<file path="config.mk">
export PLATFORM = sky130hd
export DESIGN_NAME = lc3b_pipe
export DESIGN_NICKNAME = d
export VERILOG_FILES = /design/src/logic/lc3b_pkg.sv /design/src/logic/pipe_if.sv /design/src/logic/fetch.sv /design/src/logic/decode.sv /design/src/logic/execute.sv /design/src/logic/mem_wb.sv /design/src/logic/lc3b_pipe.sv
export SDC_FILE = /design/constraint.sdc
export NUM_CORES = 1
export LEC_CHECK = 0
export BUFFER_PORTS_ARGS = -buffer_cell sky130_fd_sc_hd__buf_2
export CAP_MARGIN = 40
export CELL_PAD_IN_SITES_DETAIL_PLACEMENT = 1
export CELL_PAD_IN_SITES_GLOBAL_PLACEMENT = 2
export CORE_ASPECT_RATIO = 1.75
export CORE_MARGIN = 2
export CORE_UTILIZATION = 45
export DETAILED_ROUTE_END_ITERATION = 10
export PLACE_DENSITY_LB_ADDON = 0.1
export SYNTH_ARGS = -nofsm -noshare
export SYNTH_HDL_FRONTEND = slang
export SYNTH_SLANG_ARGS = --single-unit
</file>
<file path="constraint.sdc">
create_clock -name clk -period 15.8 [get_ports clk]
set_clock_uncertainty 0.15 [all_clocks]
set_input_delay 3.16 -clock clk [delete_from_list [all_inputs] [get_ports clk]]
set_output_delay 3.16 -clock clk [all_outputs]
set_load 0.01 [all_outputs]
</file>
<file path="src/logic/lc3b_pkg.sv">
package lc3b_pkg;

	typedef logic [15:0] lc3b_word;
	typedef logic [2:0] lc3b_reg;
	// one-hot {n, z, p}
	typedef logic [2:0] lc3b_nzp;

	typedef enum logic [3:0] {
		op_br   = 4'b0000,
		op_add  = 4'b0001,
		op_ldb  = 4'b0010,
		op_stb  = 4'b0011,
		op_jsr  = 4'b0100,
		op_and  = 4'b0101,
		op_ldr  = 4'b0110,
		op_str  = 4'b0111,
		op_rti  = 4'b1000,
		op_not  = 4'b1001,
		op_ldi  = 4'b1010,
		op_sti  = 4'b1011,
		op_jmp  = 4'b1100,
		op_shf  = 4'b1101,
		op_lea  = 4'b1110,
		op_trap = 4'b1111
	} lc3b_opcode;

	typedef enum logic [1:0] {
		alu_add,
		alu_and,
		alu_not,
		alu_pass
	} lc3b_alu_op;

	typedef struct packed {
		lc3b_opcode opcode;
		lc3b_alu_op alu_op;
		logic use_imm;
		logic load_regfile;
		logic load_cc;
		logic mem_read;
		logic mem_write;
		logic is_br;
		logic is_jmp;
		lc3b_word offset;
	} lc3b_control_word;

	localparam lc3b_word pc_reset = 16'h0000;
	localparam lc3b_nzp cc_reset = 3'b010;

	// sign and zero test of a result
	function automatic lc3b_nzp gen_cc(input lc3b_word value);
		if (value[15]) begin
			return 3'b100;
		end else if (value == 16'h0000) begin
			return 3'b010;
		end
		return 3'b001;
	endfunction

endpackage : lc3b_pkg

</file>
<file path="src/logic/pipe_if.sv">
`timescale 1ns/1ps

interface de_ex_if import lc3b_pkg::*; ();
	lc3b_word npc;
	lc3b_control_word cw;
	lc3b_word sr1;
	lc3b_word sr2;
	lc3b_word imm;
	lc3b_reg dr;
	lc3b_reg sr1_reg;
	lc3b_reg sr2_reg;
	logic valid;

	modport src (output npc, cw, sr1, sr2, imm, dr, sr1_reg, sr2_reg, valid);
	modport dst (input npc, cw, sr1, sr2, imm, dr, sr1_reg, sr2_reg, valid);
endinterface : de_ex_if

interface ex_mem_if import lc3b_pkg::*; ();
	lc3b_control_word cw;
	lc3b_word result;
	lc3b_word address;
	lc3b_word wdata;
	lc3b_nzp nzp_cond;
	lc3b_reg dr;
	logic valid;

	modport src (output cw, result, address, wdata, nzp_cond, dr, valid);
	modport dst (input cw, result, address, wdata, nzp_cond, dr, valid);
endinterface : ex_mem_if

interface wb_if import lc3b_pkg::*; ();
	logic ld_reg;
	lc3b_reg dr;
	lc3b_word data;
	lc3b_nzp cc;
	logic stall;

	modport src (output ld_reg, dr, data, cc, stall);
	modport writer (input ld_reg, dr, data, stall);
	modport monitor (input ld_reg, dr, data, cc, stall);
endinterface : wb_if

</file>
<file path="src/logic/fetch.sv">
`timescale 1ns/1ps

module fetch import lc3b_pkg::*; (
	input logic clk,
	input logic arst_n,
	input lc3b_word imem_rdata,
	input logic redirect,
	input lc3b_word target,
	input logic stall,
	output lc3b_word imem_addr,
	output lc3b_word ir,
	output lc3b_word npc,
	output logic valid
);

	lc3b_word pc;
	lc3b_word pc_next;

	assign pc_next = pc + 16'd2;
	assign imem_addr = pc;

	// redirect only arrives when not stalled
	always_ff @(posedge clk or negedge arst_n) begin
		if (!arst_n) begin
			pc <= pc_reset;
		end else if (redirect) begin
			pc <= target;
		end else if (!stall) begin
			pc <= pc_next;
		end
	end

	always_ff @(posedge clk or negedge arst_n) begin
		if (!arst_n) begin
			valid <= 1'b0;
		end else if (!stall) begin
			valid <= !redirect;
		end
	end

	always_ff @(posedge clk) begin
		if (!stall) begin
			ir <= imem_rdata;
			npc <= pc_next;
		end
	end

endmodule : fetch

</file>
<file path="src/logic/decode.sv">
`timescale 1ns/1ps

module decode import lc3b_pkg::*; (
	input logic clk,
	input logic arst_n,
	input lc3b_word ir,
	input lc3b_word npc,
	input logic valid,
	input logic flush,
	wb_if.writer wb,
	de_ex_if.src out
);

	lc3b_opcode opcode;
	lc3b_control_word cw;
	logic supported;
	lc3b_word offset;
	lc3b_word off6;
	lc3b_word off9;
	lc3b_word off11;
	lc3b_word imm5;
	lc3b_reg sr1_reg;
	lc3b_reg sr2_reg;
	lc3b_word sr1_val;
	lc3b_word sr2_val;
	lc3b_word regs [8];

	assign opcode = lc3b_opcode'(ir[15:12]);

	// word offsets are shifted left once
	assign off6 = {{9{ir[5]}}, ir[5:0], 1'b0};
	assign off9 = {{6{ir[8]}}, ir[8:0], 1'b0};
	assign off11 = {{4{ir[10]}}, ir[10:0], 1'b0};
	assign imm5 = {{11{ir[4]}}, ir[4:0]};

	always_comb begin
		case (opcode)
			op_ldr, op_str: offset = off6;
			op_br, op_lea: offset = off9;
			default: offset = off11;
		endcase
	end

	always_comb begin
		cw = '0;
		cw.opcode = opcode;
		cw.alu_op = alu_pass;
		cw.offset = offset;
		supported = 1'b1;
		case (opcode)
			op_add, op_and: begin
				cw.alu_op = (opcode == op_add) ? alu_add : alu_and;
				cw.use_imm = ir[5];
				cw.load_regfile = 1'b1;
				cw.load_cc = 1'b1;
			end
			op_not: begin
				cw.alu_op = alu_not;
				cw.load_regfile = 1'b1;
				cw.load_cc = 1'b1;
			end
			// LEA leaves the condition codes alone
			op_lea: cw.load_regfile = 1'b1;
			op_ldr: begin
				cw.mem_read = 1'b1;
				cw.load_regfile = 1'b1;
				cw.load_cc = 1'b1;
			end
			op_str: cw.mem_write = 1'b1;
			op_br: cw.is_br = 1'b1;
			op_jmp: cw.is_jmp = 1'b1;
			default: supported = 1'b0;
		endcase
	end

	// STR reads its source from the dr field
	assign sr1_reg = ir[8:6];
	assign sr2_reg = (opcode == op_str) ? ir[11:9] : ir[2:0];

	always_ff @(posedge clk) begin
		if (wb.ld_reg) begin
			regs[wb.dr] <= wb.data;
		end
	end

	// write-through from the retiring instruction
	assign sr1_val = (wb.ld_reg && wb.dr == sr1_reg) ? wb.data : regs[sr1_reg];
	assign sr2_val = (wb.ld_reg && wb.dr == sr2_reg) ? wb.data : regs[sr2_reg];

	always_ff @(posedge clk or negedge arst_n) begin
		if (!arst_n) begin
			out.valid <= 1'b0;
		end else if (flush) begin
			out.valid <= 1'b0;
		end else if (!wb.stall) begin
			out.valid <= valid && supported;
		end
	end

	always_ff @(posedge clk) begin
		if (!wb.stall) begin
			out.npc <= npc;
			out.cw <= cw;
			out.sr1 <= sr1_val;
			out.sr2 <= sr2_val;
			out.imm <= imm5;
			// nzp mask for BR
			out.dr <= ir[11:9];
			out.sr1_reg <= sr1_reg;
			out.sr2_reg <= sr2_reg;
		end
	end

endmodule : decode

</file>
<file path="src/logic/execute.sv">
`timescale 1ns/1ps

module execute import lc3b_pkg::*; (
	input logic clk,
	input logic arst_n,
	de_ex_if.dst in,
	wb_if.monitor wb,
	ex_mem_if.src out,
	output logic redirect,
	output lc3b_word target
);

	lc3b_word src_a;
	lc3b_word src_b;
	lc3b_word operand_b;
	lc3b_word base;
	lc3b_word address;
	lc3b_word result;
	logic is_mem;
	logic br_taken;

	// forward from the stage retiring this cycle
	assign src_a = (wb.ld_reg && wb.dr == in.sr1_reg) ? wb.data : in.sr1;
	assign src_b = (wb.ld_reg && wb.dr == in.sr2_reg) ? wb.data : in.sr2;

	assign operand_b = in.cw.use_imm ? in.imm : src_b;

	assign is_mem = in.cw.mem_read || in.cw.mem_write;
	assign base = is_mem ? src_a : in.npc;
	assign address = base + in.cw.offset;

	always_comb begin
		result = address;
		case (in.cw.alu_op)
			alu_add: result = src_a + operand_b;
			alu_and: result = src_a & operand_b;
			alu_not: result = ~src_a;
			alu_pass: result = address;
		endcase
	end

	// dr holds the nzp mask for BR
	assign br_taken = in.cw.is_br && |(in.dr & wb.cc);

	assign target = in.cw.is_jmp ? src_a : address;
	assign redirect = in.valid && !wb.stall && (br_taken || in.cw.is_jmp);

	always_ff @(posedge clk or negedge arst_n) begin
		if (!arst_n) begin
			out.valid <= 1'b0;
		end else if (!wb.stall) begin
			out.valid <= in.valid;
		end
	end

	always_ff @(posedge clk) begin
		if (!wb.stall) begin
			out.cw <= in.cw;
			out.result <= result;
			out.address <= address;
			out.wdata <= src_b;
			out.nzp_cond <= gen_cc(result);
			out.dr <= in.dr;
		end
	end

endmodule : execute

</file>
<file path="src/logic/mem_wb.sv">
`timescale 1ns/1ps

module mem_wb import lc3b_pkg::*; (
	input logic clk,
	input logic arst_n,
	input lc3b_word dmem_rdata,
	input logic dmem_resp,
	ex_mem_if.dst in,
	wb_if.src wb,
	output lc3b_word dmem_addr,
	output lc3b_word dmem_wdata,
	output logic dmem_read,
	output logic dmem_write
);

	lc3b_nzp cc_q;
	lc3b_nzp new_cc;
	logic done;

	// request held until the response cycle
	assign dmem_read = in.valid && in.cw.mem_read;
	assign dmem_write = in.valid && in.cw.mem_write;
	assign dmem_addr = in.address;
	assign dmem_wdata = in.wdata;

	assign wb.stall = (dmem_read || dmem_write) && !dmem_resp;
	assign done = in.valid && !wb.stall;

	assign wb.ld_reg = done && in.cw.load_regfile;
	assign wb.dr = in.dr;
	assign wb.data = in.cw.mem_read ? dmem_rdata : in.result;

	// load data only known here, ALU results were tested in execute
	assign new_cc = in.cw.mem_read ? gen_cc(dmem_rdata) : in.nzp_cond;
	assign wb.cc = (done && in.cw.load_cc) ? new_cc : cc_q;

	always_ff @(posedge clk or negedge arst_n) begin
		if (!arst_n) begin
			cc_q <= cc_reset;
		end else begin
			cc_q <= wb.cc;
		end
	end

endmodule : mem_wb

</file>
<file path="src/logic/lc3b_pipe.sv">
`timescale 1ns/1ps

module lc3b_pipe import lc3b_pkg::*; (
	input logic clk,
	input logic arst_n,
	output lc3b_word imem_addr,
	input lc3b_word imem_rdata,
	output lc3b_word dmem_addr,
	output logic dmem_read,
	output logic dmem_write,
	output lc3b_word dmem_wdata,
	input lc3b_word dmem_rdata,
	input logic dmem_resp
);

	lc3b_word fd_ir;
	lc3b_word fd_npc;
	logic fd_valid;
	logic redirect;
	lc3b_word target;

	de_ex_if de_ex ();
	ex_mem_if ex_mem ();
	wb_if wb ();

	fetch fetch_i (
		.clk,
		.arst_n,
		.imem_rdata,
		.redirect,
		.target,
		.stall(wb.stall),
		.imem_addr,
		.ir(fd_ir),
		.npc(fd_npc),
		.valid(fd_valid)
	);

	// redirect also squashes the entry behind the branch
	decode decode_i (
		.clk,
		.arst_n,
		.ir(fd_ir),
		.npc(fd_npc),
		.valid(fd_valid),
		.flush(redirect),
		.wb(wb.writer),
		.out(de_ex.src)
	);

	execute execute_i (
		.clk,
		.arst_n,
		.in(de_ex.dst),
		.wb(wb.monitor),
		.out(ex_mem.src),
		.redirect,
		.target
	);

	mem_wb mem_wb_i (
		.clk,
		.arst_n,
		.dmem_rdata,
		.dmem_resp,
		.in(ex_mem.dst),
		.wb(wb.src),
		.dmem_addr,
		.dmem_wdata,
		.dmem_read,
		.dmem_write
	);

endmodule : lc3b_pipe

</file>
* Yosys cells after proc, flatten, opt, wreduce, memory -nomap -nowiden *
Memory sizes are Yosys's and may differ from the RTL's. A register that Yosys moved wholly into a read port is not among the register bits.
Index checks and enable logic that the tools add are counted.
W data, S select, Z words.

word-level totals
  bits in registers = 167
  memory bits (writable) = 128
  input port bits = 35
  output and inout port bits = 50
  logic and storage cells = 120
  memories = 1

operators by class
  $add $sub $neg = 3
  equality and inequality tests = 13
  muxes and demuxes = 36
  bitwise logic cells = 4
  reductions and logical operators = 32

memory list
  memory         words  width  read ports  clocked after memory_dff  wr ports  line          source
  decode_i.regs  8      16     2           2                         1         decode.sv:26  lc3b_word regs [8];

operators by type and width
  kind                     count
  $mux W16                 8
  $pmux W16 S4             1
  $add A16 B16 Y16         2
  $logic_not A16 Y1        2
  $pmux W16 S2             1
  $mux W3                  8
  $mux W1                  17
  $add A16 B2 Y16 const B  1
  $and A16 B16 Y16         1
  $not A16 Y16             1
  $eq A4 B3 Y1 const B     3
  $eq A4 B4 Y1 const B     3
  $logic_and A1 B1 Y1      12
  $reduce_or A2 Y1         4
  $reduce_or A8 Y1         1
  $eq A3 B3 Y1             2
  $logic_not A1 Y1         5
  $reduce_or A5 Y1         1
  $eq A2 B2 Y1 const B     2
  $eq A4 B1 Y1 const B     1
  $logic_not A4 Y1         1
  $pmux W2 S2              1
  $reduce_or A4 Y1         1
  $and A3 B3 Y3            1
  other kinds (6)          8

* Depth between registers and ports, before layout *
  word-level depth = 17
  mapped depth = 20
  gate-level depth less buffers = 16

* Cells and area by module *
From an unflattened synthesis, not the netlist that was laid out.

unflattened totals
  cells, all modules = 1526
  area, all modules = 19134.6 um^2

modules (own cells, without submodules)
  module   instances  cells each  area each (um^2)  seq. area each (um^2)
  decode   1          749         10526.3           6301.0
  execute  1          536         5761.8            2517.4
  fetch    1          162         2142.1            1386.3
  mem_wb   1          79          704.4             76.3

* Worst setup path after synthesis *
No wires, ideal clock.

  path type = input to register
  start point = input dmem_resp
  end point = register fetch_i.pc[9] (netlist: fetch_i.imem_addr[9])
  library setup time = 100 ps
  arrival time = 8807 ps
  required time = 15550 ps
  path slack = 6743 ps
  stages on the path = 6
  path buffers = 1
  cells stage by stage = nor2_1 > and2_1 > clkinv_1 > clkbuf_1 > o21ai_0 > o21ai_0

between the ends
  word-level cells in the longest chain between the ends = 12
  elaborated cells between the ends (all ways) = 20
  classes of those cells = add/sub: 1; eq/ne: 1; mux: 5; bitwise: 1; reduce/logical: 12

ends and longest elaborated chain
  what                                                       line             source
  from (decl)                                                lc3b_pipe.sv:13  input logic dmem_resp
  $logic_not A1 Y1 *                                         mem_wb.sv:26     assign wb.stall = (dmem_read || dmem_write) && !dmem_resp;
  $logic_and A1 B1 Y1 *                                      mem_wb.sv:26
  branches (longest 10 deep; another with $add A16 B16 Y16)  n/a
  to (signal assigned)                                       fetch.sv:25      pc <= pc_reset;
  to (signal assigned)                                       fetch.sv:27      pc <= target;
  to (signal assigned)                                       fetch.sv:29      pc <= pc_next;
  to (decl)                                                  fetch.sv:16      lc3b_word pc;

Every way passes the cells marked *.
A chain may end at the register's enable or synchronous reset.

* Worst setup path after layout *
  start point = input dmem_resp
  end point = register execute_i.out.nzp_cond[1] (data pin)

between the ends
  word-level cells in the longest chain between the ends = 16
  elaborated cells between the ends (all ways) = 22
  classes of those cells = add/sub: 2; mux: 8; bitwise: 3; reduce/logical: 9

ends and longest elaborated chain
  what                          line            source
  $logic_not A1 Y1 *            mem_wb.sv:26
  $logic_and A1 B1 Y1 *         mem_wb.sv:26
  $logic_not A1 Y1 *            mem_wb.sv:27    assign done = in.valid && !wb.stall;
  $logic_and A1 B1 Y1 *         mem_wb.sv:27
  $logic_and A1 B1 Y1 *         mem_wb.sv:29    assign wb.ld_reg = done && in.cw.load_regfile;
  $logic_and A1 B1 Y1 *         execute.sv:23   assign src_a = (wb.ld_reg && wb.dr == in.sr1_reg) ? wb.data : in.sr1;
  $mux W16 *                    execute.sv:23
  $mux W16 *                    execute.sv:29   assign base = is_mem ? src_a : in.npc;
  [1 not listed]                n/a
  via execute_i.address[15]     execute.sv:17   lc3b_word address;
  $pmux W16 S4 *                execute.sv:34   case (in.cw.alu_op)
  via execute_i.result[15]      execute.sv:18   lc3b_word result;
  $logic_not A16 Y1             lc3b_pkg.sv:54  end else if (value == 16'h0000) begin
  $mux W1                       lc3b_pkg.sv:54
  $mux W1                       lc3b_pkg.sv:52  if (value[15]) begin
  $mux W1                       execute.sv:57   if (!wb.stall) begin
  $not A1 Y1 (no line)          n/a
  $reduce_or A2 Y1 (no line) *  n/a
  to (signal assigned)          execute.sv:62   out.nzp_cond <= gen_cc(result);
  to (decl)                     pipe_if.sv:27   modport src (output cw, result, address, wdata, nzp_cond, dr, valid);

The timed path passes the listed nets; every way through them passes the cells marked *. The select of a mux whose other input is x is not followed.

==> key figures <==
Outcome
  • Run status: completed

Finish
  • Ant. Diodes: 0
  • Non-Filler Cell Area, Final: 18460 sq um
  • Max FFs per register: 128
  • Nets: 1393
  • Finished Core Util: 0.5141
  • Non-Filler Instances: 1816
  • Layout cell share with drive strength beyond 1: 0.1924
  • Area grow syn2layout: 12.81%

Drt
  • Total Wirelength: 47470 um
  • Via count: 10660
  • Antenna violation net count after detailed routing: 0
  • Highest metal used: met4
  • Met2 Wirelength: 25510 um
  • DRT Pass-1 Iters: 5
  • WL met1: 18110 um
  • Initial DRC Count: 443
  • DRC errors left: 0
  • Drt wl/cell: 26.14 um
  • Vias per cell: 5.872
  • Metal3 WL: 1665 um

Die
  • Placeable Area: 35910 sq um
  • Initial Util: 0.4557
  • Die H: 256.3 um
  • IO Pins: 85
  • Total Die Area: 37970 sq um
  • Die W: 148.2 um
  • Row count: 92

Power
  • Switch Pwr: 1.838 mW
  • Sw Ratio: 0.4065
  • Combinational share of power: 0.483
  • Cell-internal power: 2.684 mW
  • Sequential Power Share: 0.336
  • Pwr Total: 4.522 mW
  • Share of total power in the clock network: 0.181
  • PwrDens: 244.9 nW/um^2
  • Leak: 7.201 nW
  • Worst vdd ir: 115.4 uV

GRT
  • Initial antenna violation count: 0
  • Gr ovfl total: 0
  • Total GRT Usage: 0.2513
  • Pin count of the biggest net entering global routing: 123
  • Vias in the first global route: 11510
  • Global-route wire length before repair: 71380 um

Yosys
  • Main combinational cell family by area after synthesis: multiplexers
  • Synth cell types: 78
  • Post-synth EDFFs: 295
  • Synthesized cell area: 16370 sq um
  • Xor/xnor share of the synthesized area: 0.02561
  • Cell count after synthesis: 1250
  • Sequential share of the synthesized area: 0.5750
  • Syn nets: 1321
  • Mean Syn Cell Area: 13.09 sq um
  • YS warnings: 0
  • Share of synthesized registers carrying an async set or reset: 0.06940
  • Mux cell area share after synthesis: 0.1716
  • Synth Register Bits: 317
  • Synth Area in Compound Gates: 0.08257
  • Simple-Gate Fraction of Synth Area: 0.08945
  • Prevailing post-synth register cell: edfxtp_1
  • Adder-cell area share of the yosys netlist: 0.02844

Timing
  • Final min period: 7.874 ns
  • RSZ-0062 raised after global routing: no
  • Fraction of the cycle the final worst path needs: 0.4984
  • Hold Violations, Final: 0
  • Final WS setup: 7.926 ns
  • Setup TNS Final: 0 ns
  • Slew HR: 0.3974
  • Final setup fails: 0
  • Max Freq: 0.1270 GHz
  • Worst Max-Slew Pin Slew: 0.9039 ns
  • WHS: 0.2725 ns
  • Final-report max-slew violation count: 0

Placement
  • Final HPWL DP: 33570 um
  • Dpl cells: 1760
  • Cell Area, Placed: 17360 sq um
  • IO buf count: 84
  • Dpl ws: 7.285 ns
  • Placer Congestion: 0.9208

Critical path
  • Critical setup path kind: input pin to register
  • R2r setup slk: 9.86 ns
  • R2R depth: 15
  • CP arrival: 8.07 ns
  • Critical Path RT: 15.99 ns
  • Setup crit start kind: input pin
  • CP Max Fanout: 14
  • Worst reg2reg path endpoint: execute_i.out.nzp_cond[1]
  • Setup crit end kind: register
  • Reg2reg start: execute_i.out.cw[19]

Clock network
  • H-tree levels: 1
  • CTS Hold Bufs: 0
  • Clock slew at reported path FFs: 0.07 ns
  • Post_cts resized: 0
  • Later-pin clock latency in the skew report: 0.58 ns
  • # clock sinks: 317
  • CTS Buf Count: 30
  • Post CTS Setup Buffer Count: 0
  • CTS tree: done
  • Max clock buf depth: 3
  • Root Buffer: clkbuf_16

Hold path
  • Hold Path Depth: 0
  • Hold crit path type: register to register
  • Worst hold endpoint: decode_i.out.cw[5]
  • Hold Path Origin: fetch_i.ir[4]

Job
  • Max Cap Viol: 0
[power groups by stage]
stage | combinational [mW] | clock (mW) | sequential (mW)
finish | 2.18 | 0.818 | 1.52
CTS | 2.20 | 0.832 | 1.52
global route | 2.39 | 0.858 | 1.55
global placement | 2.15 | 0 | 1.53
floorplan | 1.51 | 0 | 1.49
detailed placement | 2.18 | 0 | 1.53
[Yosys cell counts (3+ instances only)]
| master | number | area (sq um) |
|---|---|---|
| edfxtp_1 | 295 | 8859 |
| mux2i_1 | 152 | 1521 |
| nand2_1 | 102 | 382.9 |
| a21oi_1 | 77 | 385.4 |
| nor2_1 | 61 | 229.0 |
| o21ai_0 | 58 | 290.3 |
| clkbuf_1 | 45 | 168.9 |
| mux4_2 | 38 | 855.8 |
| mux2_2 | 37 | 416.7 |
| ha_1 | 34 | 425.4 |
| inv_1 | 33 | 123.9 |
| xnor2_1 | 32 | 280.3 |
| nand3_1 | 24 | 120.1 |
| nand2b_1 | 23 | 143.9 |
| dfrtp_1 | 21 | 525.5 |
| nor3_1 | 15 | 75.07 |
| xor2_1 | 14 | 122.6 |
| buf_2 | 13 | 65.06 |
| a21o_1 | 11 | 82.58 |
| a211oi_1 | 9 | 67.56 |
| and2_1 | 9 | 56.30 |
| nand4_1 | 9 | 56.30 |
| and3_1 | 8 | 50.05 |
| nor4_1 | 8 | 50.05 |
| a31oi_1 | 7 | 43.79 |
| nor3b_1 | 7 | 52.55 |
| or3_1 | 7 | 43.79 |
| buf_1 | 6 | 22.52 |
| nor2b_1 | 6 | 37.54 |
| o31ai_1 | 6 | 45.04 |
| or2_2 | 6 | 37.54 |
| a221oi_1 | 4 | 35.03 |
| buf_6 | 4 | 45.04 |
| o211ai_1 | 4 | 30.03 |
| a211o_1 | 3 | 26.28 |
| clkinv_1 | 3 | 11.26 |
| o21a_1 | 3 | 22.52 |
| o22ai_1 | 3 | 18.77 |
| o311a_1 | 3 | 30.03 |
[area by class of cell]
| type | instances | area [sq um] |
|---|---|---|
| Clock buffer | 38 | 790.8 |
| Inverter | 37 | 146.4 |
| Timing Repair Buffer | 109 | 639.4 |
| Tap cell | 470 | 588.1 |
| Multi-Input combinational cell | 827 | 6580 |
| Fill cell | 3684 | 17450 |
| Clock inverter | 18 | 307.8 |
| Sequential cell | 317 | 9410 |
[cell usage in the layout, fill, tap and decap left out, types with 9 or more instances in the layout]
cell / netlist / final
inv_1: 33 / 33
nand3_1: 24 / 24
dfrtp_1: 21 / 21
xor2_1: 14 / 14
o21ai_0: 58 / 58
xnor2_1: 32 / 32
buf_2: 13 / 84
clkbuf_16: 0 / 30
nor3_1: 15 / 13
mux4_2: 38 / 38
nand2_1: 102 / 102
buf_4: 1 / 22
nand2b_1: 23 / 23
a211oi_1: 9 / 9
edfxtp_1: 295 / 295
nor2_1: 61 / 61
a21oi_1: 77 / 77
mux2i_1: 152 / 151
mux2_2: 37 / 37
and2_1: 9 / 9
ha_1: 34 / 34
nand4_1: 9 / 9
a21o_1: 11 / 11
[per-layer routing]
metal  GRT usage  up-vias
met5           0        -
met2      0.4662      245
met4      0.1095        0
li1            -     4889
met1      0.2922     5440
met3     0.02224       90
[critical path, cell delays in order]
cell and delay (ns):
buf_2 0.09, o21bai_4 0.13, and3_1 0.62, nand2_4 0.27, mux2i_1 0.47, o21ai_0 0.23, ha_1 0.39, a211oi_1 0.25
nor2_1 0.11, o41ai_1 0.45, a221oi_1 0.21, a31oi_1 0.59, xor2_1 0.48, mux4_2 0.42, and3b_1 0.19
[worst max path at each step]
stage	start	to	slack, ns	cells after the start
after CTS	dmem_resp	execute_i.out.nzp_cond[1]	7.90	17
after global routing	dmem_resp	execute_i.out.nzp_cond[1]	7.66	15
after floorplan	dmem_resp	fetch_i.imem_addr[9]	6.74	6
after global placement	dmem_resp	execute_i.out.nzp_cond[1]	6.75	16
final	dmem_resp	execute_i.out.nzp_cond[1]	7.93	15
after detailed placement	dmem_resp	execute_i.out.nzp_cond[1]	7.28	17
[cell families after synthesis]
family                   Yosys count
buffers and inverters            106
XOR/XNOR                          47
AO/OA/AOI/OAI                    218
AND/OR/NAND/NOR                  298
flip-flops                       317
multiplexers                     228
adder cells (fa/ha/maj)           36
(Power assumes the default switching activity.)
